===== src/design/ccd_defines.svh =====
// Sizing of the camera video path, shared by the package and the RTL
// LINE_MAX must be even and at least the widest raw line the sensor sends

`ifndef CCD_DEFINES_SVH
`define CCD_DEFINES_SVH

// ==========================================================================
// Sensor side
// ==========================================================================
`define RAW_W        12    // Raw Bayer sample bits
`define COORD_W      12    // Column and row counters
`define LINE_MAX     1280  // Line buffer depth in raw columns
`define FRAME_CNT_W  16    // Captured frame counter, wraps

// ==========================================================================
// Frame buffer word
// ==========================================================================
`define COMP5_W      5     // Per channel field in RGB mode
`define LEVEL_W      8     // Binary level, brightness and threshold

`endif


===== src/design/ccd_pkg.sv =====
// Types shared along the camera path, one sample or pixel per clock
// Frame buffer word is fixed at 16 bits, both views must stay that wide

`include "ccd_defines.svh"

package ccd_pkg;

  // ==========================================================================
  // Stream items between stages
  // ==========================================================================

  // One raw sample with its position in the frame
  typedef struct packed {
    logic                  valid;  // Sample captured this cycle
    logic [`RAW_W-1:0]     data;   // Bayer value as sent by the sensor
    logic [`COORD_W-1:0]   col;    // Raw column, 0 at line start
    logic [`COORD_W-1:0]   row;    // Raw row, 0 at frame start
  } raw_sample_t;

  // Reconstructed pixel at half resolution
  typedef struct packed {
    logic                  valid;
    logic [`RAW_W-1:0]     red;
    logic [`RAW_W-1:0]     green;  // Mean of both greens, truncated
    logic [`RAW_W-1:0]     blue;
  } rgb_pixel_t;

  // ==========================================================================
  // Frame buffer word, read as colour or as binary level
  // ==========================================================================

  typedef struct packed {
    logic                  pad;    // Always 0
    logic [`COMP5_W-1:0]   r5;
    logic [`COMP5_W-1:0]   g5;
    logic [`COMP5_W-1:0]   b5;
  } fb_rgb555_t;

  typedef struct packed {
    logic [`LEVEL_W-1:0]   pad;    // Always 0
    logic [`LEVEL_W-1:0]   level;  // 0 or 255
  } fb_mono_t;

  typedef union packed {
    fb_rgb555_t            rgb555; // RGB mode
    fb_mono_t              mono;   // Binary mode
  } fb_word_u;

endpackage


===== src/design/pixel_packer.sv =====
// Mode and threshold are sampled with each pixel, changes apply mid frame
// Brightness is the largest top byte of the three channels

`timescale 1ns/1ns

`include "ccd_defines.svh"

module pixel_packer
  import ccd_pkg::*;
(
  input  logic                ccd_pixel_clk,
  input  logic                arst_n,
  input  rgb_pixel_t          pixel,
  input  logic                rgb_mode,       // 1 colour, 0 binary
  input  logic [`LEVEL_W-1:0] bri_threshold,
  output fb_word_u            fb_word,
  output logic                fb_write
);

  // ==========================================================================
  // Brightness and threshold
  // ==========================================================================
  logic [`LEVEL_W-1:0] r8;
  logic [`LEVEL_W-1:0] g8;
  logic [`LEVEL_W-1:0] b8;
  logic [`LEVEL_W-1:0] max_rg;
  logic [`LEVEL_W-1:0] bright;
  logic                white;

  assign r8     = pixel.red[`RAW_W-1 -: `LEVEL_W];
  assign g8     = pixel.green[`RAW_W-1 -: `LEVEL_W];
  assign b8     = pixel.blue[`RAW_W-1 -: `LEVEL_W];
  assign max_rg = (r8 > g8) ? r8 : g8;
  assign bright = (max_rg > b8) ? max_rg : b8;
  assign white  = (bright >= bri_threshold);   // Threshold 0 is always white

  // ==========================================================================
  // Word build, one view of the union per mode
  // ==========================================================================
  fb_word_u word_nxt;

  always_comb begin
    word_nxt = '0;                        // Pad bits stay clear
    if (rgb_mode) begin
      word_nxt.rgb555.r5 = pixel.red[`RAW_W-1 -: `COMP5_W];
      word_nxt.rgb555.g5 = pixel.green[`RAW_W-1 -: `COMP5_W];
      word_nxt.rgb555.b5 = pixel.blue[`RAW_W-1 -: `COMP5_W];
    end else begin
      word_nxt.mono.level = white ? '1 : '0;
    end
  end

  always_ff @(posedge ccd_pixel_clk or negedge arst_n) begin
    if (!arst_n) begin
      fb_word  <= '0;
      fb_write <= 1'b0;
    end else begin
      fb_write <= pixel.valid;
      if (pixel.valid)
        fb_word <= word_nxt;              // Holds last word between strobes
    end
  end

endmodule


===== config.mk =====
export PLATFORM = sky130hd
export DESIGN_NAME = pixel_packer
export DESIGN_NICKNAME = d
export VERILOG_FILES = /design/src/design/ccd_pkg.sv /design/src/design/pixel_packer.sv
export VERILOG_INCLUDE_DIRS = /design/src /design/src/design
export SDC_FILE = /design/constraint.sdc
export NUM_CORES = 1
export LEC_CHECK = 0
export BUFFER_PORTS_ARGS = -buffer_cell sky130_fd_sc_hd__buf_4
export CORE_MARGIN = 2
export CORE_UTILIZATION = 25
export CTS_BUF_LIST = sky130_fd_sc_hd__clkbuf_4 sky130_fd_sc_hd__clkbuf_8 sky130_fd_sc_hd__clkbuf_16
export DETAILED_ROUTE_END_ITERATION = 16
export PLACE_DENSITY_LB_ADDON = 0.2
export REMOVE_ABC_BUFFERS = 1
export SYNTH_ARGS = -nofsm -noshare
export SYNTH_HDL_FRONTEND = slang
export SYNTH_SLANG_ARGS = --single-unit
export TNS_END_PERCENT = 5

===== constraint.sdc =====
create_clock -name ccd_pixel_clk -period 0.8 [get_ports ccd_pixel_clk]
set_input_delay 0.04 -clock ccd_pixel_clk [delete_from_list [all_inputs] [get_ports ccd_pixel_clk]]
set_output_delay 0.04 -clock ccd_pixel_clk [all_outputs]
set_load 0.005 [all_outputs]

==> results.txt <==
Worst skew pair latency = 0.25 ns
Simple-gate share of the synthesized area = 0.1989
Crit path kind = input pin to flop
CP arrival = 3.59 ns
Hold Path Cell Cnt = 4
Clk buf depth = 2
Top cells by area, synth = dfrtp_1, ha_1, inv_1, nand2_1, a31oi_1
Vias in the first global route = 1693
Hpwl dp = 3911 um
Die H = 84.26 um
First-pass GRT wire length = 7797 um
Total CTS buffers = 3
Prevailing post-synth register cell = dfrtp_1
RePlAce Congestion = 0.8123
Drt via density = 4.605
DR DRC count = 0
Setup WS pre-CTS = -3.046 ns
Max Slew Vio Count = 0
DIE WIDTH = 84.26 um
Layout cell share with drive strength beyond 1 = 0.4710
Syn Area/Cell = 7.632 um^2
Root buf cell = clkbuf_8
Setup ws final = -2.650 ns
Flops & latches, synth = 16
Synthesis-to-layout area growth = 73.04%
Initial antenna violation count = 0
Hold Path Sink = fb_word[8]
Clk sinks = 16
Initial DRC count = 65
FF-to-FF End = fb_word[1]
Fmax achieved = 289.9 MHz
Sequential power share = 0.248
Final #Nets = 383
Overall Power = 4.121 mW
Commonest cells in the netlist = inv_1, nand2_1, ha_1
Post-synth top area share = 0.2486
Sw Share = 0.3416
Crit Path Max Fanout = 8
Combinational Power Share = 0.575
Worst Min Path Start = pixel[22]
Reg2reg start = fb_word[1]
Fin Clk Skew = 0 ns
Final Cycle Share = 4.313
Post-Syn Area = 1610 um^2
Synthesized instance count = 211
CP cell instances = buf_4, inv_1, ha_4, nand4_2, nor2_1, a211o_2, buf_6, a21bo_1, nand2_1, ha_1, and4_1, nand4_1, o31a_1, nand2_1, o31ai_2, ha_1, nand2b_4, a21o_1, a21o_1, a21oi_2, buf_6, o21ai_2
Grt total ovfl = 0
Post-synth ARST share = 1.000
Dominant cell type by area after synthesis = dfrtp_1
Max-cap violations = 0
Initial Util = 0.2565
Num ports = 65
Final WL = 4896 um
Crit-path slowest cell = a211o_2
Status = finished, violations left
Leakage = 1.407 nW
Min Tclk post-route = 3.450 ns
CTS clk-pin slew, worst paths = 0.07 ns
Worst path max stage delay = 0.37 ns
Critical Path End Type = flop
Worst path bufs/invs = 4
Sequential share of the synthesized area = 0.2486
Antenna viol nets, final = 0
Post-synthesis compound-gate area fraction = 0.2502
Failing checks = setup timing
Number of filler cells placed in the layout = 643
Power Density = 1479 nW/um^2
HP Class = input pin to flop
R2R depth = 4
Die area = 7099 um^2
Reg2Reg Setup Slack = -0.14 ns
Core ar. = 6277 um^2
Post-Synth Adder-Cell Area = 0.1865
Post-synth EDFFs = 0
Routed WL per cell = 12.65 um
H-Tree Depth = 1
Max VDD drop = 819.4 uV
Startpoint types = input pin
Largest net degree at the start of global routing = 19
Detailed-route via count = 1782
Mux share of post-synthesis cell area = 0
Internal power = 2.713 mW
Clk pwr share = 0.177
Crit-path leading delay family = compound AO/OA/AOI/OAI gates
Setup violations, final = 22
Worst EP required = 0.94 ns
Drt first pass iters = 4
Final hold viol count = 0
XOR/XNOR share of the synthesized area = 0
Largest family of logic cells by synthesized area = compound AO/OA/AOI/OAI gates
Port Buffer Count = 51
NetSw = 1.408 mW
Unrepaired setup endpoints after global routing = true
N_diodes = 0
Synth cell types = 34
TritonCTS clock tree = yes
Synth warn = 0
All-Layer GR Usage = 0.1345
Top-count cell post-synth = inv_1
Site Rows = 29
==> worst max-delay path by stage <==
| stage | startpoint | endpoint | slack, ns | depth (start not counted) |
|---|---|---|---|---|
| 6_report | pixel[20] | fb_word[6] | -2.65 | 22 |
| 4_1_cts | pixel[17] | fb_word[0] | -2.64 | 22 |
| 3_3_place_gp | pixel[17] | fb_word[6] | -3.02 | 22 |
| 5_1_grt | pixel[20] | fb_word[3] | -2.85 | 22 |
| 3_5_place_dp | pixel[17] | fb_word[6] | -3.05 | 22 |
| 2_1_floorplan | pixel[17] | fb_word[0] | -2.90 | 19 |
==> cells by family after synthesis <==
family | Yosys count
AO/OA/AOI/OAI | 63
adder cells (fa/ha/maj) | 24
buffers and inverters | 41
flip-flops | 16
other | 1
AND/OR/NAND/NOR | 66
==> routing by layer <==
| metal | global-route usage | vias up | part of all wire | routed length [um] |
|---|---|---|---|---|
| met2 | 0.2338 | 27 | 0.49 | 2421 |
| met3 | 0.03245 | 2 | 0.038 | 186 |
| met4 | 0.008798 | 0 | 0.00082 | 4 |
| li1 | - | 928 | - | - |
| met5 | 0 | - | 0 | 0 |
| met1 | 0.1771 | 825 | 0.47 | 2283 |
==> layout make-up <==
type / instances / area (um^2) / area share
sequential: 16 / 400.4 / 0.1437
clock buffer: 4 / 55.05 / 0.01976
timing repair buffer: 107 / 934.6 / 0.3354
multi-input combinational: 154 / 1189 / 0.4266
tap: 77 / 96.34 / 0.03458
inverter: 29 / 111.4 / 0.03996
==> worst min-delay path, cell delays in order <==
cell and delay [ns]:
buf_4 0.08, buf_4 0.10, nand3_1 0.06, o21ai_0 0.06
==> repair_timing <==
item,CTS,global route
endpoints found under the hold margin,16,0
pin swaps,30,14
setup endpoints to repair,23,24
hold buffers,1,0
setup buffers,2,1
resized for setup,50,17
==> registers in the layout, indices dropped and copies added (netlist names) <==
name	flops
fb_word	15
fb_write	1
==> cells in the final DEF, fill, tap and decap left out, types with 8 or more instances in the layout <==
master and instances:
a21oi_1 12, nand3_1 13, a31oi_1 15, dfrtp_1 16, ha_1 16, buf_4 75, buf_6 29, o21ai_0 9
inv_1 26, nor2_1 12, nand2_1 25, ha_4 8
==> stage by stage <==
stage               cell area, um^2  utilization  TNS [ns]  instances  hold WS [ns]
floorplan                      1536            -    -23.17        199       -0.2556
global placement               2419       0.3853    -23.90        379      -0.08488
detailed placement             2419       0.3853    -24.16        379      -0.08117
CTS                            2669       0.4252    -21.97        386        0.1260
global route                   2786       0.4439    -24.02        387        0.1472
finish                         2786       0.4439    -21.97        387        0.1346
==> power groups by stage <==
stage	clock network, mW	logic, mW	registers, mW
after floorplan	0	0.868	1.02
after CTS	0.750	2.22	1.02
after detailed placement	0	1.91	1.01
final	0.731	2.37	1.02
after global routing	0.799	2.62	1.04
after global placement	0	1.91	1.01
No activity file was read; power rests on OpenSTA's default activity.
