--- src/design/ccd_defines.svh ---
// Sizing of the camera video path, shared by the package and the RTL
// LINE_MAX must be even and at least the widest raw line the sensor sends

`ifndef CCD_DEFINES_SVH
`define CCD_DEFINES_SVH

// ==========================================================================
// Sensor side
// ==========================================================================
`define RAW_W        12    // Raw Bayer sample bits
`define COORD_W      12    // Column and row counters
`define LINE_MAX     1280  // Line buffer depth in raw columns
`define FRAME_CNT_W  16    // Captured frame counter, wraps

// ==========================================================================
// Frame buffer word
// ==========================================================================
`define COMP5_W      5     // Per channel field in RGB mode
`define LEVEL_W      8     // Binary level, brightness and threshold

`endif

--- src/design/ccd_pkg.sv ---
// Types shared along the camera path, one sample or pixel per clock
// Frame buffer word is fixed at 16 bits, both views must stay that wide

`include "ccd_defines.svh"

package ccd_pkg;

  // ==========================================================================
  // Stream items between stages
  // ==========================================================================

  // One raw sample with its position in the frame
  typedef struct packed {
    logic                  valid;  // Sample captured this cycle
    logic [`RAW_W-1:0]     data;   // Bayer value as sent by the sensor
    logic [`COORD_W-1:0]   col;    // Raw column, 0 at line start
    logic [`COORD_W-1:0]   row;    // Raw row, 0 at frame start
  } raw_sample_t;

  // Reconstructed pixel at half resolution
  typedef struct packed {
    logic                  valid;
    logic [`RAW_W-1:0]     red;
    logic [`RAW_W-1:0]     green;  // Mean of both greens, truncated
    logic [`RAW_W-1:0]     blue;
  } rgb_pixel_t;

  // ==========================================================================
  // Frame buffer word, read as colour or as binary level
  // ==========================================================================

  typedef struct packed {
    logic                  pad;    // Always 0
    logic [`COMP5_W-1:0]   r5;
    logic [`COMP5_W-1:0]   g5;
    logic [`COMP5_W-1:0]   b5;
  } fb_rgb555_t;

  typedef struct packed {
    logic [`LEVEL_W-1:0]   pad;    // Always 0
    logic [`LEVEL_W-1:0]   level;  // 0 or 255
  } fb_mono_t;

  typedef union packed {
    fb_rgb555_t            rgb555; // RGB mode
    fb_mono_t              mono;   // Binary mode
  } fb_word_u;

endpackage

--- src/design/sensor_capture.sv ---
// Sensor pins are assumed synchronous to ccd_pixel_clk, no extra synchronizer
// Capture starts and stops only on frame boundaries, counters follow lval/fval

`timescale 1ns/1ns

`include "ccd_defines.svh"

module sensor_capture
  import ccd_pkg::*;
(
  input  logic                    ccd_pixel_clk,
  input  logic                    arst_n,
  input  logic [`RAW_W-1:0]       ccd_data,
  input  logic                    ccd_fval,
  input  logic                    ccd_lval,
  input  logic                    capture_start,  // Level, checked at frame edges
  output raw_sample_t             sample,
  output logic [`FRAME_CNT_W-1:0] frame_count
);

  // ==========================================================================
  // Pin registers and edge detection
  // ==========================================================================
  logic [`RAW_W-1:0] data_q;     // Payload, no reset
  logic              fval_q;
  logic              lval_q;
  logic              fval_prev;
  logic              lval_prev;

  always_ff @(posedge ccd_pixel_clk) begin
    data_q <= ccd_data;
  end

  always_ff @(posedge ccd_pixel_clk or negedge arst_n) begin
    if (!arst_n) begin
      fval_q    <= 1'b0;
      lval_q    <= 1'b0;
      fval_prev <= 1'b0;
      lval_prev <= 1'b0;
    end else begin
      fval_q    <= ccd_fval;
      lval_q    <= ccd_lval;
      fval_prev <= fval_q;
      lval_prev <= lval_q;
    end
  end

  logic fval_rise;
  logic fval_fall;
  logic line_end;

  assign fval_rise = fval_q & ~fval_prev;
  assign fval_fall = ~fval_q & fval_prev;
  assign line_end  = ~lval_q & lval_prev;

  // ==========================================================================
  // Capture enable and counters
  // ==========================================================================
  logic                    capture_en;
  logic                    capture_on;   // Also true in the fval rise cycle
  logic                    sample_hit;
  logic [`COORD_W-1:0]     col_cnt;
  logic [`COORD_W-1:0]     row_cnt;
  logic [`COORD_W-1:0]     row_cur;      // Row seen by a sample this cycle

  assign capture_on = capture_en | (fval_rise & capture_start);
  assign sample_hit = fval_q & lval_q & capture_on;
  assign row_cur    = fval_rise ? '0 : row_cnt;

  always_ff @(posedge ccd_pixel_clk or negedge arst_n) begin
    if (!arst_n) begin
      capture_en  <= 1'b0;
      col_cnt     <= '0;
      row_cnt     <= '0;
      frame_count <= '0;
    end else begin
      if (fval_rise && capture_start)
        capture_en <= 1'b1;
      else if (fval_fall && !capture_start)
        capture_en <= 1'b0;               // Frame just ended, stop here

      if (line_end)
        col_cnt <= '0;
      else if (sample_hit)
        col_cnt <= col_cnt + 1'b1;

      if (fval_rise)
        row_cnt <= '0;                    // New frame
      else if (line_end && col_cnt != '0)
        row_cnt <= row_cnt + 1'b1;        // Only lines that held samples

      if (fval_fall && capture_en)
        frame_count <= frame_count + 1'b1;
    end
  end

  // ==========================================================================
  // Sample register, second stage after the pins
  // ==========================================================================
  logic                valid_q;
  logic [`RAW_W-1:0]   sdata_q;
  logic [`COORD_W-1:0] col_q;
  logic [`COORD_W-1:0] row_q;

  always_ff @(posedge ccd_pixel_clk or negedge arst_n) begin
    if (!arst_n) valid_q <= 1'b0;
    else         valid_q <= sample_hit;
  end

  always_ff @(posedge ccd_pixel_clk) begin
    sdata_q <= data_q;
    col_q   <= col_cnt;   // Value before this sample's increment
    row_q   <= row_cur;
  end

  assign sample = '{valid: valid_q, data: sdata_q, col: col_q, row: row_q};

endmodule

--- config.mk ---
export PLATFORM = sky130hd
export DESIGN_NAME = sensor_capture
export DESIGN_NICKNAME = d
export VERILOG_FILES = /design/src/design/ccd_pkg.sv /design/src/design/sensor_capture.sv
export VERILOG_INCLUDE_DIRS = /design/src /design/src/design
export SDC_FILE = /design/constraint.sdc
export NUM_CORES = 1
export LEC_CHECK = 0
export BUFFER_PORTS_ARGS = -buffer_cell sky130_fd_sc_hd__buf_2
export CAP_MARGIN = 15
export CORE_UTILIZATION = 30
export CTS_CLUSTER_SIZE = 14
export DETAILED_ROUTE_END_ITERATION = 8
export GPL_ROUTABILITY_DRIVEN = 0
export GPL_TIMING_DRIVEN = 0
export PLACE_DENSITY = 0.46
export SLEW_MARGIN = 20
export SYNTH_ARGS = -nofsm -noshare
export SYNTH_HDL_FRONTEND = slang
export SYNTH_SLANG_ARGS = --single-unit
--- constraint.sdc ---
create_clock -name ccd_pixel_clk -period 2 [get_ports ccd_pixel_clk]
set_input_delay 0.1 -clock ccd_pixel_clk [delete_from_list [all_inputs] [get_ports ccd_pixel_clk]]
set_output_delay 0.1 -clock ccd_pixel_clk [all_outputs]
set_load 0.01 [all_outputs]
==> flow_metrics.tcl <==
set metrics [dict create \
    status "complete, no violations" \
    synth-compound-area-share_pct 6.41 \
    synth_common_cells "48 x dfxtp_1, 46 x dfrtp_1, 19 x nand3_1, 19 x xnor2_1, 18 x nor2_1" \
    rsz0062_at_grt "false" \
    tightest_slew_ps 558 \
    wl_per_cell_um 12.5 \
    p_comb_share_pct 12.7 \
    maxUsedRoutingLayer "met4" \
    clk_latency_ps 360 \
    cp_max_fo 10 \
    yosysWarnings 0 \
    slew_viol_final 0 \
    core_area_um2 10400 \
    area_delta_synth_final_pct 27.3 \
    drt_iter0_markers 62 \
    grt_max_degree 47 \
    start_kind "register" \
    cts_tree "built" \
    clockPowerShare_pct 31.7 \
    synth.most_common_cell "dfxtp_1" \
    ir_drop_mv 0.399 \
    seq_area_um2 2110 \
    synth_area_um2 3260 \
    synth_edf_count 0 \
    power_density_nw_per_um2 915 \
    relSlewSlack_pct 61.8 \
    vias_per_cell 4.46 \
    clockBufferDepth 2 \
    die_w_um 106 \
    grt_pass1_wl_um 10500 \
    clk_pin_slew_ps 100 \
    synthArstFlopShare_pct 48.9 \
    dp_slack_ps -16.9 \
    switching_share_pct 28.5 \
    max_freq_mhz 526 \
    stdcell_count 510 \
    synth_top_family_by_area "simple AND/OR/NAND/NOR gates" \
    die-height_um 106 \
    clockRootBuffer "clkbuf_8" \
    dieArea_um2 11300 \
    antenna_found_initial 0 \
    fin_nets 390 \
    wirelength_um 6360 \
    dp_hpwl_um 4280 \
    ant_nets 0 \
    switching_power_uw 1080 \
    cap_violations 0 \
    rows 37 \
    holdCritPathClass "in -> reg" \
    initial_core_util_pct 31.3 \
    routed-wl-met2_um 2860 \
    synth_area_per_cell_um2 12.0 \
    clock_sinks 94 \
    drc_errors 0 \
    fill_cells 1049 \
    num_vias 2273 \
    cts_inserted_buffers 9 \
    period_needed_ps 1900 \
    multi_input_area_um2 1090 \
    yosys.cell_types.count 45 \
    dr.pass1.iters 4 \
    antenna_cells 0 \
    yosys.area_share.simple_pct 17.2 \
    cp.required_ps 2260 \
    critical_path_class "reg -> reg" \
    wl_met3_um 397 \
    skew_ps 9.60 \
    netlist_instances 272 \
    h-tree-depth 3 \
    grt-ovfl-total 0 \
    io_pins 70 \
    fin_crit_sh_pct 95.0 \
    placed_cells 477 \
    synth-seq-cells 94 \
    setup_slack_ps 99.8 \
    yosysTopAreaCellShare_pct 35.3 \
    synth-seq-area-share_pct 64.8 \
    p_leak_uw 0.00193 \
    synth-main-ff-cell "dfxtp_1" \
    synthTopCellsByArea "dfrtp_1 35%, dfxtp_1 29%, xnor2_1 5.1%" \
    drive_above_1_share_pct 27.5 \
    synthMuxAreaShare_pct 1.38 \
    port_buffers 69 \
    power_frac_seq_pct 55.6 \
    synthesis.nets 293 \
    synthXorXnorAreaFrac_pct 6.45 \
    p_int_uw 2710 \
    drt-met1-wl_um 3010 \
    grt.total_usage_pct 12.1 \
    total_power_uw 3800 \
    hold_violations 0 \
    setup_viol 0 \
    yosysTopAreaCell "dfrtp_1" \
    cp.arrival_ps 2160 \
    grt_pass1_vias 2201 \
    end_kind "register" \
    synth_fa_ha_area_share_pct 1.54 \
]
power groups by stage:
stage | Clock (µW) | Sequential (µW) | Combinational (µW)
detailed placement | 0 | 2160 | 440
floorplan | 0 | 2180 | 221
global placement | 0 | 2160 | 433
CTS | 1250 | 2110 | 485
finish | 1200 | 2110 | 482
global route | 1330 | 2130 | 542
cell usage in the layout (no fill, tap or decap), types with 5 or more instances in the layout:
cell type,n
dfxtp_1,48
clkbuf_8,9
nand3_1,19
and2_1,13
a21oi_1,6
and3_1,5
dfrtp_1,46
xnor2_1,19
dlygate4sd3_1,15
nand4_1,5
inv_1,6
nand2_1,13
o21ai_0,8
nor2_1,18
buf_2,68
xor2_1,5
critical path: stages, from the launching register on:
cell and delay [ps]:
dfrtp_1 380, inv_1 50, ha_1 180, nor3b_1 140, and3_1 200, buf_6 130, buf_6 130, nor3_1 220
mux2_2 350
flip-flops by register name, summed over array words and instances, names as in the netlist, 12 cells and up:
| signal | cells |
|---|---|
| row_q | 12 |
| frame_count | 16 |
| col_cnt | 12 |
| sdata_q | 12 |
| data_q | 12 |
| row_cnt | 12 |
| col_q | 12 |
cells by family (layout without fill, tap and decap cells):
family          count (synthesis)  in the layout
flops                          94             94
simple gates                  100            100
fa+ha+maj                       4              4
xor+xnor                       24             24
compound gates                 32             32
mux                             4              4
buf+inv                        14            116
per-layer routing:
| metal | global-route usage, % | up-vias |
|---|---|---|
| li1 | - | 1139 |
| met1 | 16.0 | 1063 |
| met5 | 0 | - |
| met4 | 5.46 | 0 |
| met2 | 17.9 | 62 |
| met3 | 4.17 | 9 |
final cells by class:
| class | count | share of cell area, % |
|---|---|---|
| flip-flops and latches | 94 | 50.9 |
| multi-input cells | 164 | 26.4 |
| repair buffers | 86 | 12.4 |
| well taps | 136 | 4.10 |
| clock buffers | 9 | 2.99 |
| clock inverters | 7 | 1.48 |
| plain buffers | 8 | 1.24 |
| inverters | 6 | 0.543 |
path summary, 6_finish.rpt:
| kind | startpoint | end | slack, ps | cells after the start |
|---|---|---|---|---|
| setup / recovery | col_cnt[0] | row_cnt[5] | 100 | 8 |
| hold / removal | capture_start | capture_en | 30 | 3 |
| setup reg to reg | col_cnt[0] | row_cnt[5] | 100 | 8 |
| hold reg to reg | data_q[8] | sdata_q[8] | 330 | 0 |
| max in group asynchronous | arst_n | row_cnt[10] | 1320 | 2 |
| min in group asynchronous | arst_n | frame_count[13] | 260 | 2 |
repair_timing:
action,in CTS,in global routing
setup endpoints to repair,2,4
resized for setup,0,5
hold buffers,15,0
gates cloned,0,0
pin swaps,0,0
setup buffers,2,0
hold endpoints to repair,60,0
stage by stage:
| step | TNS, ps | hold WS (ps) | instance area, µm² | utilization (%) |
|---|---|---|---|---|
| CTS | 0 | 10.0 | 4130 | 39.6 |
| floorplan | 0 | -196 | 3260 | - |
| global placement | 0 | 202 | 3770 | 36.2 |
| detailed placement | -28.1 | 204 | 3770 | 36.2 |
| global route | 0 | 32.3 | 4150 | 39.8 |
| finish | 0 | 30.4 | 4150 | 39.8 |
Note: power is estimated with default switching activity, not from simulation.
